`src/track_pkg.sv`:
```
package track_pkg;

   // Correlator arms in power sequencing order.
   typedef enum logic [1:0] {
      ARM_EARLY  = 2'd0,
      ARM_PROMPT = 2'd1,
      ARM_LATE   = 2'd2
   } arm_e;

   localparam int NUM_ARMS = 3;

   // Arm squared after the given one.
   function automatic arm_e next_arm(input arm_e arm);
      case (arm)
         ARM_EARLY:  return ARM_PROMPT;
         ARM_PROMPT: return ARM_LATE;
         default:    return ARM_EARLY;
      endcase
   endfunction

endpackage

```
`src/gnss_signal_pkg.sv`:
```
package gnss_signal_pkg;

   // Sample and correlator formats.
   localparam int SAMPLE_WIDTH = 3;
   localparam int TRIG_WIDTH   = 3;
   localparam int MIX_WIDTH    = SAMPLE_WIDTH + TRIG_WIDTH;

   // Carrier phase and Doppler word.
   localparam int PHASE_WIDTH = 16;
   localparam int SECTOR_BITS = 3;

   // C/A code epoch.
   localparam int CODE_LEN   = 1023;
   localparam int CHIP_WIDTH = 10;

   // G2 tap pairs, entry 0 is PRN 1.
   localparam logic [3:0] prn_taps [32][2] = '{
      '{4'd2, 4'd6}, '{4'd3, 4'd7}, '{4'd4, 4'd8}, '{4'd5, 4'd9},
      '{4'd1, 4'd9}, '{4'd2, 4'd10}, '{4'd1, 4'd8}, '{4'd2, 4'd9},
      '{4'd3, 4'd10}, '{4'd2, 4'd3}, '{4'd3, 4'd4}, '{4'd5, 4'd6},
      '{4'd6, 4'd7}, '{4'd7, 4'd8}, '{4'd8, 4'd9}, '{4'd9, 4'd10},
      '{4'd1, 4'd4}, '{4'd2, 4'd5}, '{4'd3, 4'd6}, '{4'd4, 4'd7},
      '{4'd5, 4'd8}, '{4'd6, 4'd9}, '{4'd1, 4'd3}, '{4'd4, 4'd6},
      '{4'd5, 4'd7}, '{4'd6, 4'd8}, '{4'd7, 4'd9}, '{4'd8, 4'd10},
      '{4'd1, 4'd6}, '{4'd2, 4'd7}, '{4'd3, 4'd8}, '{4'd4, 4'd9}
   };

   // Two-bit carrier replica, one value per 45 degree sector.
   localparam logic signed [TRIG_WIDTH-1:0] cos_table [2**SECTOR_BITS] = '{
      3'sd2, 3'sd1, -3'sd1, -3'sd2,
      -3'sd2, -3'sd1, 3'sd1, 3'sd2
   };

   localparam logic signed [TRIG_WIDTH-1:0] sin_table [2**SECTOR_BITS] = '{
      3'sd1, 3'sd2, 3'sd2, 3'sd1,
      -3'sd1, -3'sd2, -3'sd2, -3'sd1
   };

endpackage
```
`src/corr_if.sv`:
```
`timescale 1ns/1ps

interface corr_if import gnss_signal_pkg::*; #(
   parameter int ACC_WIDTH = 16
) ();

   logic [CHIP_WIDTH-1:0]       code_shift;
   logic                        seeking;
   logic signed [ACC_WIDTH-1:0] acc_i;
   logic signed [ACC_WIDTH-1:0] acc_q;
   logic                        ca_bit;
   logic                        ca_clk;

   modport src (
      output code_shift,
      output seeking,
      output acc_i,
      output acc_q,
      output ca_bit,
      output ca_clk
   );

   modport dst (
      input code_shift,
      input seeking,
      input acc_i,
      input acc_q,
      input ca_bit,
      input ca_clk
   );

endinterface

```
`src/tracking_channel.sv`:
```
`timescale 1ns/1ps

module tracking_channel import gnss_signal_pkg::*, track_pkg::*; #(
   parameter int ACC_WIDTH   = 16,
   parameter int MULT_STAGES = 4
) (
   input  logic                           clk,
   input  logic                           i_rst,
   input  logic                           i_data_available,
   input  logic                           i_feed_complete,
   input  logic signed [SAMPLE_WIDTH-1:0] i_data,
   input  logic signed [PHASE_WIDTH-1:0]  i_doppler_early,
   input  logic signed [PHASE_WIDTH-1:0]  i_doppler_prompt,
   input  logic signed [PHASE_WIDTH-1:0]  i_doppler_late,
   input  logic [4:0]                     i_prn,
   input  logic                           i_seek_en,
   input  logic [CHIP_WIDTH-1:0]          i_seek_target,
   output logic [CHIP_WIDTH-1:0]          o_code_shift,
   output logic                           o_seek_busy,
   output logic signed [ACC_WIDTH-1:0]    o_accumulator_i,
   output logic signed [ACC_WIDTH-1:0]    o_accumulator_q,
   output logic                           o_i2q2_valid,
   output logic [2*ACC_WIDTH:0]           o_i2q2_early,
   output logic [2*ACC_WIDTH:0]           o_i2q2_prompt,
   output logic [2*ACC_WIDTH:0]           o_i2q2_late,
   output logic                           o_ca_bit,
   output logic                           o_ca_clk
);

   localparam int EARLY_IDX  = int'(ARM_EARLY);
   localparam int PROMPT_IDX = int'(ARM_PROMPT);
   localparam int LATE_IDX   = int'(ARM_LATE);

   logic signed [PHASE_WIDTH-1:0] doppler [NUM_ARMS];
   logic [NUM_ARMS-1:0]           seeking;
   logic                          sample_strobe;
   logic                          feed_d1;
   logic                          dump;

   corr_if #(.ACC_WIDTH(ACC_WIDTH)) corr [NUM_ARMS] ();

   assign doppler[EARLY_IDX]  = i_doppler_early;
   assign doppler[PROMPT_IDX] = i_doppler_prompt;
   assign doppler[LATE_IDX]   = i_doppler_late;

   assign o_seek_busy   = |seeking;
   assign sample_strobe = i_data_available && !o_seek_busy;

   // Early leads by one chip, late trails by one.
   for (genvar k = 0; k < NUM_ARMS; k++) begin : g_arm
      subchannel #(
         .ACC_WIDTH   (ACC_WIDTH),
         .CODE_OFFSET (1 - k)
      ) u_sub (
         .clk              (clk),
         .i_rst            (i_rst),
         .i_data_available (sample_strobe),
         .i_data           (i_data),
         .i_doppler        (doppler[k]),
         .i_prn            (i_prn),
         .i_seek_en        (i_seek_en),
         .i_seek_target    (i_seek_target),
         .i_dump           (dump),
         .o_corr           (corr[k])
      );
      assign seeking[k] = corr[k].seeking;
   end

   // Two stages so the last sample reaches the accumulators.
   always_ff @(posedge clk) begin
      if (i_rst) begin
         feed_d1 <= 1'b0;
         dump    <= 1'b0;
      end else begin
         feed_d1 <= i_feed_complete;
         dump    <= feed_d1;
      end
   end

   power_calc #(
      .ACC_WIDTH   (ACC_WIDTH),
      .MULT_STAGES (MULT_STAGES)
   ) u_power (
      .clk           (clk),
      .i_rst         (i_rst),
      .i_dump        (dump),
      .i_corr        (corr),
      .o_i2q2_valid  (o_i2q2_valid),
      .o_i2q2_early  (o_i2q2_early),
      .o_i2q2_prompt (o_i2q2_prompt),
      .o_i2q2_late   (o_i2q2_late)
   );

   assign o_code_shift    = corr[PROMPT_IDX].code_shift;
   assign o_accumulator_i = corr[PROMPT_IDX].acc_i;
   assign o_accumulator_q = corr[PROMPT_IDX].acc_q;
   assign o_ca_bit        = corr[PROMPT_IDX].ca_bit;
   assign o_ca_clk        = corr[PROMPT_IDX].ca_clk;

   a_no_dump_while_seeking: assert property (
      @(posedge clk) disable iff (i_rst) dump |-> !o_seek_busy
   ) else $error("dump while a subchannel is seeking");

endmodule

```
`src/power_calc.sv`:
```
`timescale 1ns/1ps

module power_calc import track_pkg::*; #(
   parameter int ACC_WIDTH   = 16,
   parameter int MULT_STAGES = 4
) (
   input  logic               clk,
   input  logic               i_rst,
   input  logic               i_dump,
   corr_if.dst                i_corr [NUM_ARMS],
   output logic               o_i2q2_valid,
   output logic [2*ACC_WIDTH:0] o_i2q2_early,
   output logic [2*ACC_WIDTH:0] o_i2q2_prompt,
   output logic [2*ACC_WIDTH:0] o_i2q2_late
);

   localparam int PASS_LEN  = MULT_STAGES + 2;
   localparam int CNT_WIDTH = $clog2(PASS_LEN);
   localparam int SQ_WIDTH  = 2 * ACC_WIDTH;

   logic [ACC_WIDTH-1:0] abs_i [NUM_ARMS];
   logic [ACC_WIDTH-1:0] abs_q [NUM_ARMS];
   logic [ACC_WIDTH-1:0] mag_i [NUM_ARMS];
   logic [ACC_WIDTH-1:0] mag_q [NUM_ARMS];
   logic [ACC_WIDTH-1:0] sq_in [2];
   logic [SQ_WIDTH-1:0]  sq_pipe [2][MULT_STAGES];
   logic [SQ_WIDTH:0]    sum_q;
   arm_e                 sel;
   logic                 active;
   logic [CNT_WIDTH-1:0] cnt;
   logic                 pass_done;

   function automatic logic [ACC_WIDTH-1:0] magnitude(input logic signed [ACC_WIDTH-1:0] v);
      return v[ACC_WIDTH-1] ? ACC_WIDTH'(-v) : ACC_WIDTH'(v);
   endfunction

   for (genvar k = 0; k < NUM_ARMS; k++) begin : g_abs
      assign abs_i[k] = magnitude(i_corr[k].acc_i);
      assign abs_q[k] = magnitude(i_corr[k].acc_q);
   end

   always_ff @(posedge clk) begin
      if (i_dump) begin
         mag_i <= abs_i;
         mag_q <= abs_q;
      end
   end

   // Lane 0 squares I, lane 1 squares Q.
   assign sq_in[0] = mag_i[sel];
   assign sq_in[1] = mag_q[sel];

   // Trailing stages let the multiplier retime.
   always_ff @(posedge clk) begin
      for (int l = 0; l < 2; l++) begin
         sq_pipe[l][0] <= SQ_WIDTH'(sq_in[l]) * SQ_WIDTH'(sq_in[l]);
         for (int s = 1; s < MULT_STAGES; s++) begin
            sq_pipe[l][s] <= sq_pipe[l][s-1];
         end
      end
      sum_q <= {1'b0, sq_pipe[0][MULT_STAGES-1]} + {1'b0, sq_pipe[1][MULT_STAGES-1]};
   end

   assign pass_done = active && (cnt == CNT_WIDTH'(PASS_LEN - 1));

   // One pass per arm, early first.
   always_ff @(posedge clk) begin
      if (i_rst) begin
         active <= 1'b0;
         sel    <= ARM_EARLY;
         cnt    <= '0;
      end else if (i_dump) begin
         active <= 1'b1;
         sel    <= ARM_EARLY;
         cnt    <= '0;
      end else if (active) begin
         if (pass_done) begin
            cnt <= '0;
            sel <= next_arm(sel);
            if (sel == ARM_LATE) begin
               active <= 1'b0;
            end
         end else begin
            cnt <= cnt + 1'b1;
         end
      end
   end

   always_ff @(posedge clk) begin
      if (i_rst) begin
         o_i2q2_valid  <= 1'b0;
         o_i2q2_early  <= '0;
         o_i2q2_prompt <= '0;
         o_i2q2_late   <= '0;
      end else begin
         o_i2q2_valid <= pass_done && (sel == ARM_LATE);
         if (pass_done) begin
            case (sel)
               ARM_EARLY:  o_i2q2_early  <= sum_q;
               ARM_PROMPT: o_i2q2_prompt <= sum_q;
               default:    o_i2q2_late   <= sum_q;
            endcase
         end
      end
   end

   a_sel_range: assert property (
      @(posedge clk) disable iff (i_rst) sel inside {ARM_EARLY, ARM_PROMPT, ARM_LATE}
   ) else $error("power select outside the arm range");

endmodule

```
`src/subchannel.sv`:
```
`timescale 1ns/1ps

module subchannel import gnss_signal_pkg::*; #(
   parameter int ACC_WIDTH   = 16,
   parameter int CODE_OFFSET = 0
) (
   input  logic                           clk,
   input  logic                           i_rst,
   input  logic                           i_data_available,
   input  logic signed [SAMPLE_WIDTH-1:0] i_data,
   input  logic signed [PHASE_WIDTH-1:0]  i_doppler,
   input  logic [4:0]                     i_prn,
   input  logic                           i_seek_en,
   input  logic [CHIP_WIDTH-1:0]          i_seek_target,
   input  logic                           i_dump,
   corr_if.src                            o_corr
);

   // Offset folded into 0..CODE_LEN-1.
   localparam int OFFSET_MOD = ((CODE_OFFSET % CODE_LEN) + CODE_LEN) % CODE_LEN;

   logic [CHIP_WIDTH:0]            target_sum;
   logic [CHIP_WIDTH-1:0]          target;
   logic                           accept;
   logic                           chip;
   logic [CHIP_WIDTH-1:0]          chip_idx;
   logic                           seeking;
   logic                           ca_clk;
   logic signed [TRIG_WIDTH-1:0]   cos_val;
   logic signed [TRIG_WIDTH-1:0]   sin_val;
   logic signed [MIX_WIDTH-1:0]    prod_i;
   logic signed [MIX_WIDTH-1:0]    prod_q;
   logic signed [MIX_WIDTH-1:0]    mix_i;
   logic signed [MIX_WIDTH-1:0]    mix_q;
   logic                           mix_valid;
   logic signed [ACC_WIDTH-1:0]    acc_i;
   logic signed [ACC_WIDTH-1:0]    acc_q;

   assign target_sum = {1'b0, i_seek_target} + (CHIP_WIDTH + 1)'(OFFSET_MOD);
   assign target     = (target_sum >= CODE_LEN) ? CHIP_WIDTH'(target_sum - CODE_LEN)
                                                : CHIP_WIDTH'(target_sum);

   assign accept = i_data_available && !seeking;

   ca_code_gen u_code (
      .clk           (clk),
      .i_rst         (i_rst),
      .i_prn         (i_prn),
      .i_advance     (accept),
      .i_seek_en     (i_seek_en),
      .i_seek_target (target),
      .o_chip        (chip),
      .o_chip_idx    (chip_idx),
      .o_seeking     (seeking),
      .o_ca_clk      (ca_clk)
   );

   carrier_nco u_nco (
      .clk       (clk),
      .i_rst     (i_rst),
      .i_step    (accept),
      .i_doppler (i_doppler),
      .o_cos     (cos_val),
      .o_sin     (sin_val)
   );

   assign prod_i = MIX_WIDTH'(i_data) * MIX_WIDTH'(cos_val);
   assign prod_q = MIX_WIDTH'(i_data) * MIX_WIDTH'(sin_val);

   // Chip value 1 wipes off as -1.
   always_ff @(posedge clk) begin
      if (accept) begin
         mix_i <= chip ? -prod_i : prod_i;
         mix_q <= chip ? -prod_q : prod_q;
      end
   end

   always_ff @(posedge clk) begin
      if (i_rst) begin
         mix_valid <= 1'b0;
         acc_i     <= '0;
         acc_q     <= '0;
      end else begin
         mix_valid <= accept;
         if (i_dump) begin
            acc_i <= '0;
            acc_q <= '0;
         end else if (mix_valid) begin
            acc_i <= acc_i + ACC_WIDTH'(mix_i);
            acc_q <= acc_q + ACC_WIDTH'(mix_q);
         end
      end
   end

   assign o_corr.code_shift = chip_idx;
   assign o_corr.seeking    = seeking;
   assign o_corr.acc_i      = acc_i;
   assign o_corr.acc_q      = acc_q;
   assign o_corr.ca_bit     = chip;
   assign o_corr.ca_clk     = ca_clk;

endmodule

```
`src/carrier_nco.sv`:
```
`timescale 1ns/1ps

module carrier_nco import gnss_signal_pkg::*; (
   input  logic                          clk,
   input  logic                          i_rst,
   input  logic                          i_step,
   input  logic signed [PHASE_WIDTH-1:0] i_doppler,
   output logic signed [TRIG_WIDTH-1:0]  o_cos,
   output logic signed [TRIG_WIDTH-1:0]  o_sin
);

   logic [PHASE_WIDTH-1:0] phase;
   logic [SECTOR_BITS-1:0] sector;

   // Top phase bits pick the 45 degree sector.
   assign sector = phase[PHASE_WIDTH-1 -: SECTOR_BITS];

   assign o_cos = cos_table[sector];
   assign o_sin = sin_table[sector];

   // Negative Doppler wraps the phase backwards.
   always_ff @(posedge clk) begin
      if (i_rst) begin
         phase <= '0;
      end else if (i_step) begin
         phase <= phase + $unsigned(i_doppler);
      end
   end

endmodule

```
`src/ca_code_gen.sv`:
```
`timescale 1ns/1ps

module ca_code_gen import gnss_signal_pkg::*; (
   input  logic                  clk,
   input  logic                  i_rst,
   input  logic [4:0]            i_prn,
   input  logic                  i_advance,
   input  logic                  i_seek_en,
   input  logic [CHIP_WIDTH-1:0] i_seek_target,
   output logic                  o_chip,
   output logic [CHIP_WIDTH-1:0] o_chip_idx,
   output logic                  o_seeking,
   output logic                  o_ca_clk
);

   logic [10:1]           g1;
   logic [10:1]           g2;
   logic [3:0]            tap_a;
   logic [3:0]            tap_b;
   logic [CHIP_WIDTH-1:0] target;
   logic                  step;
   logic                  epoch_end;

   assign tap_a = prn_taps[i_prn][0];
   assign tap_b = prn_taps[i_prn][1];

   // G2 phase selection by the PRN tap pair.
   assign o_chip = g1[10] ^ g2[tap_a] ^ g2[tap_b];

   // Slew one chip per clock until on target.
   assign step = o_seeking ? (o_chip_idx != target) : i_advance;

   assign epoch_end = (o_chip_idx == CHIP_WIDTH'(CODE_LEN - 1));

   always_ff @(posedge clk) begin
      if (i_rst) begin
         g1         <= '1;
         g2         <= '1;
         o_chip_idx <= '0;
         o_seeking  <= 1'b0;
         o_ca_clk   <= 1'b0;
      end else begin
         o_ca_clk <= step;
         if (step) begin
            if (epoch_end) begin
               g1         <= '1;
               g2         <= '1;
               o_chip_idx <= '0;
            end else begin
               g1         <= {g1[9:1], g1[3] ^ g1[10]};
               g2         <= {g2[9:1], g2[2] ^ g2[3] ^ g2[6] ^ g2[8] ^ g2[9] ^ g2[10]};
               o_chip_idx <= o_chip_idx + 1'b1;
            end
         end
         if (i_seek_en) begin
            o_seeking <= 1'b1;
         end else if (o_seeking && o_chip_idx == target) begin
            o_seeking <= 1'b0;
         end
      end
   end

   always_ff @(posedge clk) begin
      if (i_seek_en) begin
         target <= i_seek_target;
      end
   end

   a_chip_idx_range: assert property (
      @(posedge clk) disable iff (i_rst) o_chip_idx < CHIP_WIDTH'(CODE_LEN)
   ) else $error("chip index outside the code epoch");

endmodule

```
`config.mk`:
```
export PLATFORM = sky130hd
export DESIGN_NAME = tracking_channel
export DESIGN_NICKNAME = d
export VERILOG_FILES = /design/src/track_pkg.sv /design/src/gnss_signal_pkg.sv /design/src/corr_if.sv /design/src/tracking_channel.sv /design/src/power_calc.sv /design/src/subchannel.sv /design/src/carrier_nco.sv /design/src/ca_code_gen.sv
export SDC_FILE = /design/constraint.sdc
export NUM_CORES = 2
export LEC_CHECK = 0
export ABC_AREA = 1
export BUFFER_PORTS_ARGS = -buffer_cell sky130_fd_sc_hd__buf_2
export CORE_ASPECT_RATIO = 1.1
export CORE_MARGIN = 2
export CORE_UTILIZATION = 40
export DETAILED_ROUTE_END_ITERATION = 8
export MAX_ROUTING_LAYER = met4
export PLACE_DENSITY = 0.52
export SLEW_MARGIN = 10
export SYNTH_ARGS = -nofsm -noshare
export SYNTH_HDL_FRONTEND = slang
export SYNTH_SLANG_ARGS = --single-unit
```
`constraint.sdc`:
```
create_clock -name clk -period 13.9 [get_ports clk]
set_clock_uncertainty 0.05 [all_clocks]
set_input_delay 2.78 -clock clk [delete_from_list [all_inputs] [get_ports clk]]
set_output_delay 2.78 -clock clk [all_outputs]
set_load 0.005 [all_outputs]
```
### Word level (Yosys, flattened, before mapping)

Memory sizes are Yosys's and may differ from the RTL's.
Index checks and enable logic that the tools add are counted.

* register bits: 544
* memory bits (writable): 256
* memory bits (read-only): 400
* output and inout bits: 145
* memories: 8

Memories
* (no name shown): words 32, width 8, read ports 1, clocked after memory_dff 0, write ports 0, RTL line ca_code_gen.sv:25 `assign tap_b = prn_taps[i_prn][1];`
* u_power.sq_pipe: words 2, width 128, read ports 2, clocked after memory_dff 0, write ports 2, RTL line power_calc.sv:26 `logic [SQ_WIDTH-1:0] sq_pipe [2][MULT_STAGES];`
* (no name shown): words 8, width 3, read ports 1, clocked after memory_dff 0, write ports 0, RTL line carrier_nco.sv:19 `assign o_sin = sin_table[sector];`
* (no name shown): words 8, width 3, read ports 1, clocked after memory_dff 0, write ports 0, RTL line carrier_nco.sv:18 `assign o_cos = cos_table[sector];`
* (no name shown): words 8, width 3, read ports 1, clocked after memory_dff 0, write ports 0, RTL line carrier_nco.sv:19
* (no name shown): words 8, width 3, read ports 1, clocked after memory_dff 0, write ports 0, RTL line carrier_nco.sv:18
* 2 more memories

* add/sub/neg operators: 31
* multiply operators: 8
* $lt $le $gt $ge: 10
* equal/unequal tests: 12
* muxes and demuxes: 71
* bitwise gates (word level): 30
* reduce and logical (&&, ||, !) cells: 24

Operators with widths (number)
* 2-to-1 mux 10 bit: 12
* adder 16 x 6 -> 16 bit: 6
* negator 16 bit: 6
* 2-to-1 mux 15 bit: 6
* binary-select mux 16 bit (select 2 bit): 2
* multiplier 16 x 16 -> 32 bit: 2
* 2-to-1 mux 16 bit: 4
* adder 16 bit: 3
* 2-to-1 mux 3 bit: 13
* multiplier 3 x 3 -> 6 bit: 6
* 2-to-1 mux 6 bit: 6
* negator 6 bit: 6
* adder 32 x 32 -> 33 bit: 1
* adder 10 x 1 -> 10 bit (second input constant): 3
* == test 10 bit: 3
* == test 10 bit (second input constant): 3
* != test 10 bit: 3
* subtractor 10 bit (second input constant): 3
* binary-select mux 1 bit (select 4 bit): 6
* bitwise XOR 1 bit: 24
* >= comparator 11 x 10 -> 1 bit (second input constant): 2
* 2-to-1 mux 1 bit: 19
* 2-to-1 mux 8 bit: 2
* >= comparator 4 bit (second input constant): 3
* other kinds (22): 42

### Longest topological paths before layout

* depth in word-level cells: 9
* mapped depth: 34

### Cells and area by module

From an unflattened synthesis, not the netlist that was laid out.

* cell total of the unflattened synthesis: 8122
* area total of the unflattened synthesis: 60056.3 um^2

Modules (own cells, without submodules)
* power_calc: instances 1, cells each 4013, area each 33311.9 um^2
* ca_code_gen at g_arm[1].u_sub.u_code ...: instances 2, cells each 413, area each 2864.0 um^2
* carrier_nco: instances 3, cells each 278, area each 1597.8 um^2
* subchannel at g_arm[2].u_sub: instances 1, cells each 672, area each 4469.3 um^2
* subchannel at g_arm[0].u_sub: instances 1, cells each 660, area each 4354.2 um^2
* subchannel at g_arm[1].u_sub: instances 1, cells each 686, area each 4331.7 um^2
* ca_code_gen at g_arm[0].u_sub.u_code: instances 1, cells each 420, area each 2986.6 um^2
* tracking_channel: instances 1, cells each 11, area each 81.3 um^2

### Worst setup path after synthesis

No wires, ideal clock.

* kind: input -> output
* from: in i_prn[0]
* to: out o_ca_bit
* arrival: 4.523 ns
* required time: 11.070 ns
* setup slack: 6.547 ns
* cell stages on the path: 17
* buffers on the path: 2
* cells stage by stage: inv_1 > ha_1 > nand2_1 > nand2_1 > nand2_1 > nand3_2 > nand2_4 > buf_4 > nand2_1 > nand2_1 > nand2_1 > nand3_1 > nand3_1 > nand2_1 > nand3_1 > buf_4 > nand2_1

* word-level cells in the longest chain between the ends: 8

RTL lines
* from (decl): RTL line tracking_channel.sv:15 `input logic [4:0] i_prn,`
* NOT 5 -> 6 bit (not written as such) *: RTL line ca_code_gen.sv:24, ca_code_gen.sv:25
* memory read (32 x 8 bit) *
* 2-to-1 mux 8 bit * (2 in series)
* binary-select mux 1 bit (select 4 bit): RTL line ca_code_gen.sv:28 `assign o_chip = g1[10] ^ g2[tap_a] ^ g2[tap_b];`
* 2-to-1 mux 1 bit (not written as such): RTL line ca_code_gen.sv:28
* bitwise XOR 1 bit: RTL line ca_code_gen.sv:28
* bitwise XOR 1 bit *: RTL line ca_code_gen.sv:28
* to (decl): RTL line tracking_channel.sv:26 `output logic o_ca_bit,`

Every way passes the cells marked *; elsewhere a longest branch is shown, timed or not. The select of a mux whose other input is x is not followed.

### Final worst setup path

Same ends and word-level chain as after synthesis.

==> impl_metrics.ini <==
[power]
ir_drop_v = 0.000120
leakagePower_nw = 30.1
power_density_nw_per_um2 = 158

[placed_design]
dp_hpwl_mm = 101
place_area_um2 = 55500
io_buffers = 215
place.gp.congestion = 0.888

[setup_path]
cp.required_ns = 11.07
timing.critical_path.fanout_max = 11
crit_chain = buf_2 > inv_1 > ha_1 > nand2_1 > nand3_1 > o21ai_1 > nand2_1 > nand2_1 > inv_1 > o211ai_1 > nand3_1 > nand2_1 > nand2_1 > nand3_1 > nand2_1 > buf_2
worstSetupStartpointType = input pin
worstPathArrival_ns = 5.39
reg2regPathDepth = 26
max_stage_delay_ns = 0.37
cpMostUsedCell = nand2_1
path_class = in -> out
cp_slowest_cell = ha_1
endpoint_kind = output port

[synthesis]
avgSynthCellArea_um2 = 8.29
ys_seq_area_share_pct = 33.2
synth-seq-cells = 792
synth_ff_type = dfxtp_1
async_flop_share_pct = 0
synth_edf_count = 162
synthesis.area_um2 = 52700
syn_inst = 6358
synth_cell_types = 52
yosys_warnings = 0
postSynthNetCount = 7223

[sta]
period_minus_slack_ns = 8.22
rsz0062_at_grt = false
totalNegativeSetupSlack_ns = 0
finalHoldViolations = 0
report.final.slew_viol_count = 0
relSlewSlack_pct = 15.4
fin_crit_sh_pct = 59.1
worst_slew_pin_slew_ns = 1.27
timing.hold.ws_ns = 0.257
fmaxAchievable_ghz = 0.122
setup_viol_count_final = 0

[clocking]
post_cts_buffers = 0
clock_latency_ns = 0.68
cts_resized = 0
clk_pin_slew_ns = 0.06
clkSinkCount = 792
numCtsBuffers = 87
cts_root_buf = clkbuf_16
clock_path_buffers = 3
ctsHoldBuffers = 0
cts_tree = built
htree_levels = 3

[floorplan]
die_area_um2 = 135000
num_rows = 139
start_util_pct = 40.4
io_pins = 216
die_w_um = 350
chipHeight_um = 385
core_area_um2 = 131000

[grt]
track_usage_pct = 20.2
grt_pass1_wl_mm = 213
grt_max_degree = 100
first_global_vias = 41000
grt_remaining_overflow = 0
antenna_found_initial = 6

[min_path]
min-delay-path-class = reg -> reg
hold_path_depth = 0

[route]
drc_errors = 0
firstDrtPassIters = 5
wl_mm = 131
drt_iter0_markers = 1909
drtAntennaViolNets = 0
vias_per_cell = 4.82
wire_per_inst_um = 15.6
via_count = 40300

[cells_and_area]
syn_to_final_growth_pct = 11.1
drive_gt1_share_pct = 6.95
fin_nets = 7387
finalInstanceArea_um2 = 58500

[run]
cap_violations = 0

[status]
status = complete, no violations
==> layer usage <==
layer / vias up / track usage [%] / share of wire, %
li1: 20600 / - / -
met1: 18900 / 24.6 / 45
met2: 622 / 34.7 / 49
met3: 148 / 3.26 / 4.6
met4: 0 / 5.54 / 2.4
met5: - / - / 0
==> where the power goes <==
part	internal (mW)	total (mW)	switching, mW	leakage [nW]
Clock	1.42	2.40	0.985	1.47
Combinational	1.39	3.78	2.39	21.9
Sequential	2.85	3.07	0.221	6.75
==> through the flow <==
step	total power, mW	std cells	setup slack (ns)	util (%)
5_1_grt	10.0	8359	5.39	44.8
3_3_place_gp	6.93	8195	5.69	42.5
4_1_cts	9.39	8356	5.66	44.8
6_report	9.25	8360	5.68	44.8
2_1_floorplan	5.86	6358	6.55	-
3_5_place_dp	6.94	8195	5.67	42.5
==> layout make-up <==
type                    instances  area (um^2)
fillers                     13100        72100
repair buffers                249         1330
inverters                    1153         4330
multi-input cells            4239        30200
clock buffers                 117         2490
clock inverters                44          502
diodes                          4         10.0
flip-flops and latches        792        17500
well taps                    1762         2200
==> synthesized netlist by cell type, types with 5 or more instances <==
library cell  instances  area share, %
a211oi_1              9           0.13
a21boi_0             19           0.27
a21o_1               31           0.44
a21oi_1             378            3.6
a221oi_1              5          0.083
a22oi_1              15           0.21
a31oi_1              12           0.14
and2_1               14           0.17
buf_1                 6          0.043
buf_2                21           0.20
buf_4                 9           0.13
clkbuf_1            136           0.97
clkinv_1             12          0.085
dfxtp_1             630             24
edfxtp_1            162            9.2
fa_1                361             14
ha_1                433             10
inv_1              1129            8.0
inv_2                11          0.078
nand2_1            1053            7.5
nand2_2               7          0.083
nand3_1             284            2.7
nand3b_1             11           0.16
nand4_1              23           0.27
nor2_1              515            3.7
nor3_1               78           0.74
nor3b_1              12           0.17
nor4_1               21           0.25
o211ai_1             49           0.70
o21a_1               11           0.16
o21ai_0             403            3.8
o21ai_1               5          0.047
o21bai_1             32           0.46
o31ai_1              19           0.27
or2_2                20           0.24
xnor2_1             112            1.9
xor2_1              280            4.7
==> path summary, 6_finish.rpt <==
path	to	start	slack [ns]
max	o_ca_bit	i_prn[0]	5.68
min	u_power.sq_pipe[1][45]	u_power.sq_pipe[1][77]	0.26
max reg2reg	u_power.sq_pipe[1][125]	u_power.sel[1]	6.40
min reg2reg	u_power.sq_pipe[1][45]	u_power.sq_pipe[1][77]	0.26
==> kinds of logic after synthesis <==
group           after synthesis  synth area share [%]
fa+ha+maj                   794                  24.0
xor+xnor                    392                  6.51
compound gates             1005                  10.6
buf+inv                    1327                  9.60
flops                       792                  33.2
simple gates               2046                  16.1
mux                           2                0.0427
==> worst max-delay path: cells and delay by family <==
kind	cells	cell delay [ns]
AO/OA/AOI/OAI	2	0.18
adder cells (fa/ha/maj)	1	0.37
buffers and inverters	4	0.65
AND/OR/NAND/NOR	9	1.39
==> cell usage in the layout (no fill, tap or decap), types with 49 or more instances in the layout <==
cell type | synthesis | routed
xnor2_1 | 112 | 112
nor2_1 | 515 | 509
nor3_1 | 78 | 77
dfxtp_1 | 630 | 629
edfxtp_1 | 162 | 162
xor2_1 | 280 | 280
o211ai_1 | 49 | 49
ha_1 | 433 | 433
clkbuf_16 | 0 | 90
a21oi_1 | 378 | 378
inv_1 | 1129 | 1126
o21ai_0 | 403 | 403
nand2_1 | 1053 | 1053
nand3_1 | 284 | 284
buf_2 | 21 | 215
fa_1 | 361 | 361
==> flip-flops by register name (all words and copies together), names as in the netlist, 2 cells and up <==
register,cells
g_arm.u_sub.mix_q,18
g_arm.u_sub.u_code.g2,30
g_arm.u_sub.u_code.target,30
g_arm.u_sub.o_corr.acc_q,48
g_arm.u_sub.mix_valid,3
u_power.o_i2q2_early,33
u_power.mag_i,48
u_power.cnt,3
u_power.o_i2q2_prompt,33
u_power.mag_q,48
u_power.sel,2
g_arm.u_sub.u_code.o_chip_idx,30
g_arm.u_sub.o_corr.acc_i,48
g_arm.u_sub.u_code.o_seeking,3
u_power.sum_q,33
g_arm.u_sub.mix_i,18
u_power.sq_pipe,248
g_arm.u_sub.u_code.g1,30
g_arm.u_sub.u_nco.phase,48
u_power.o_i2q2_late,33
(Power assumes the default switching activity.)
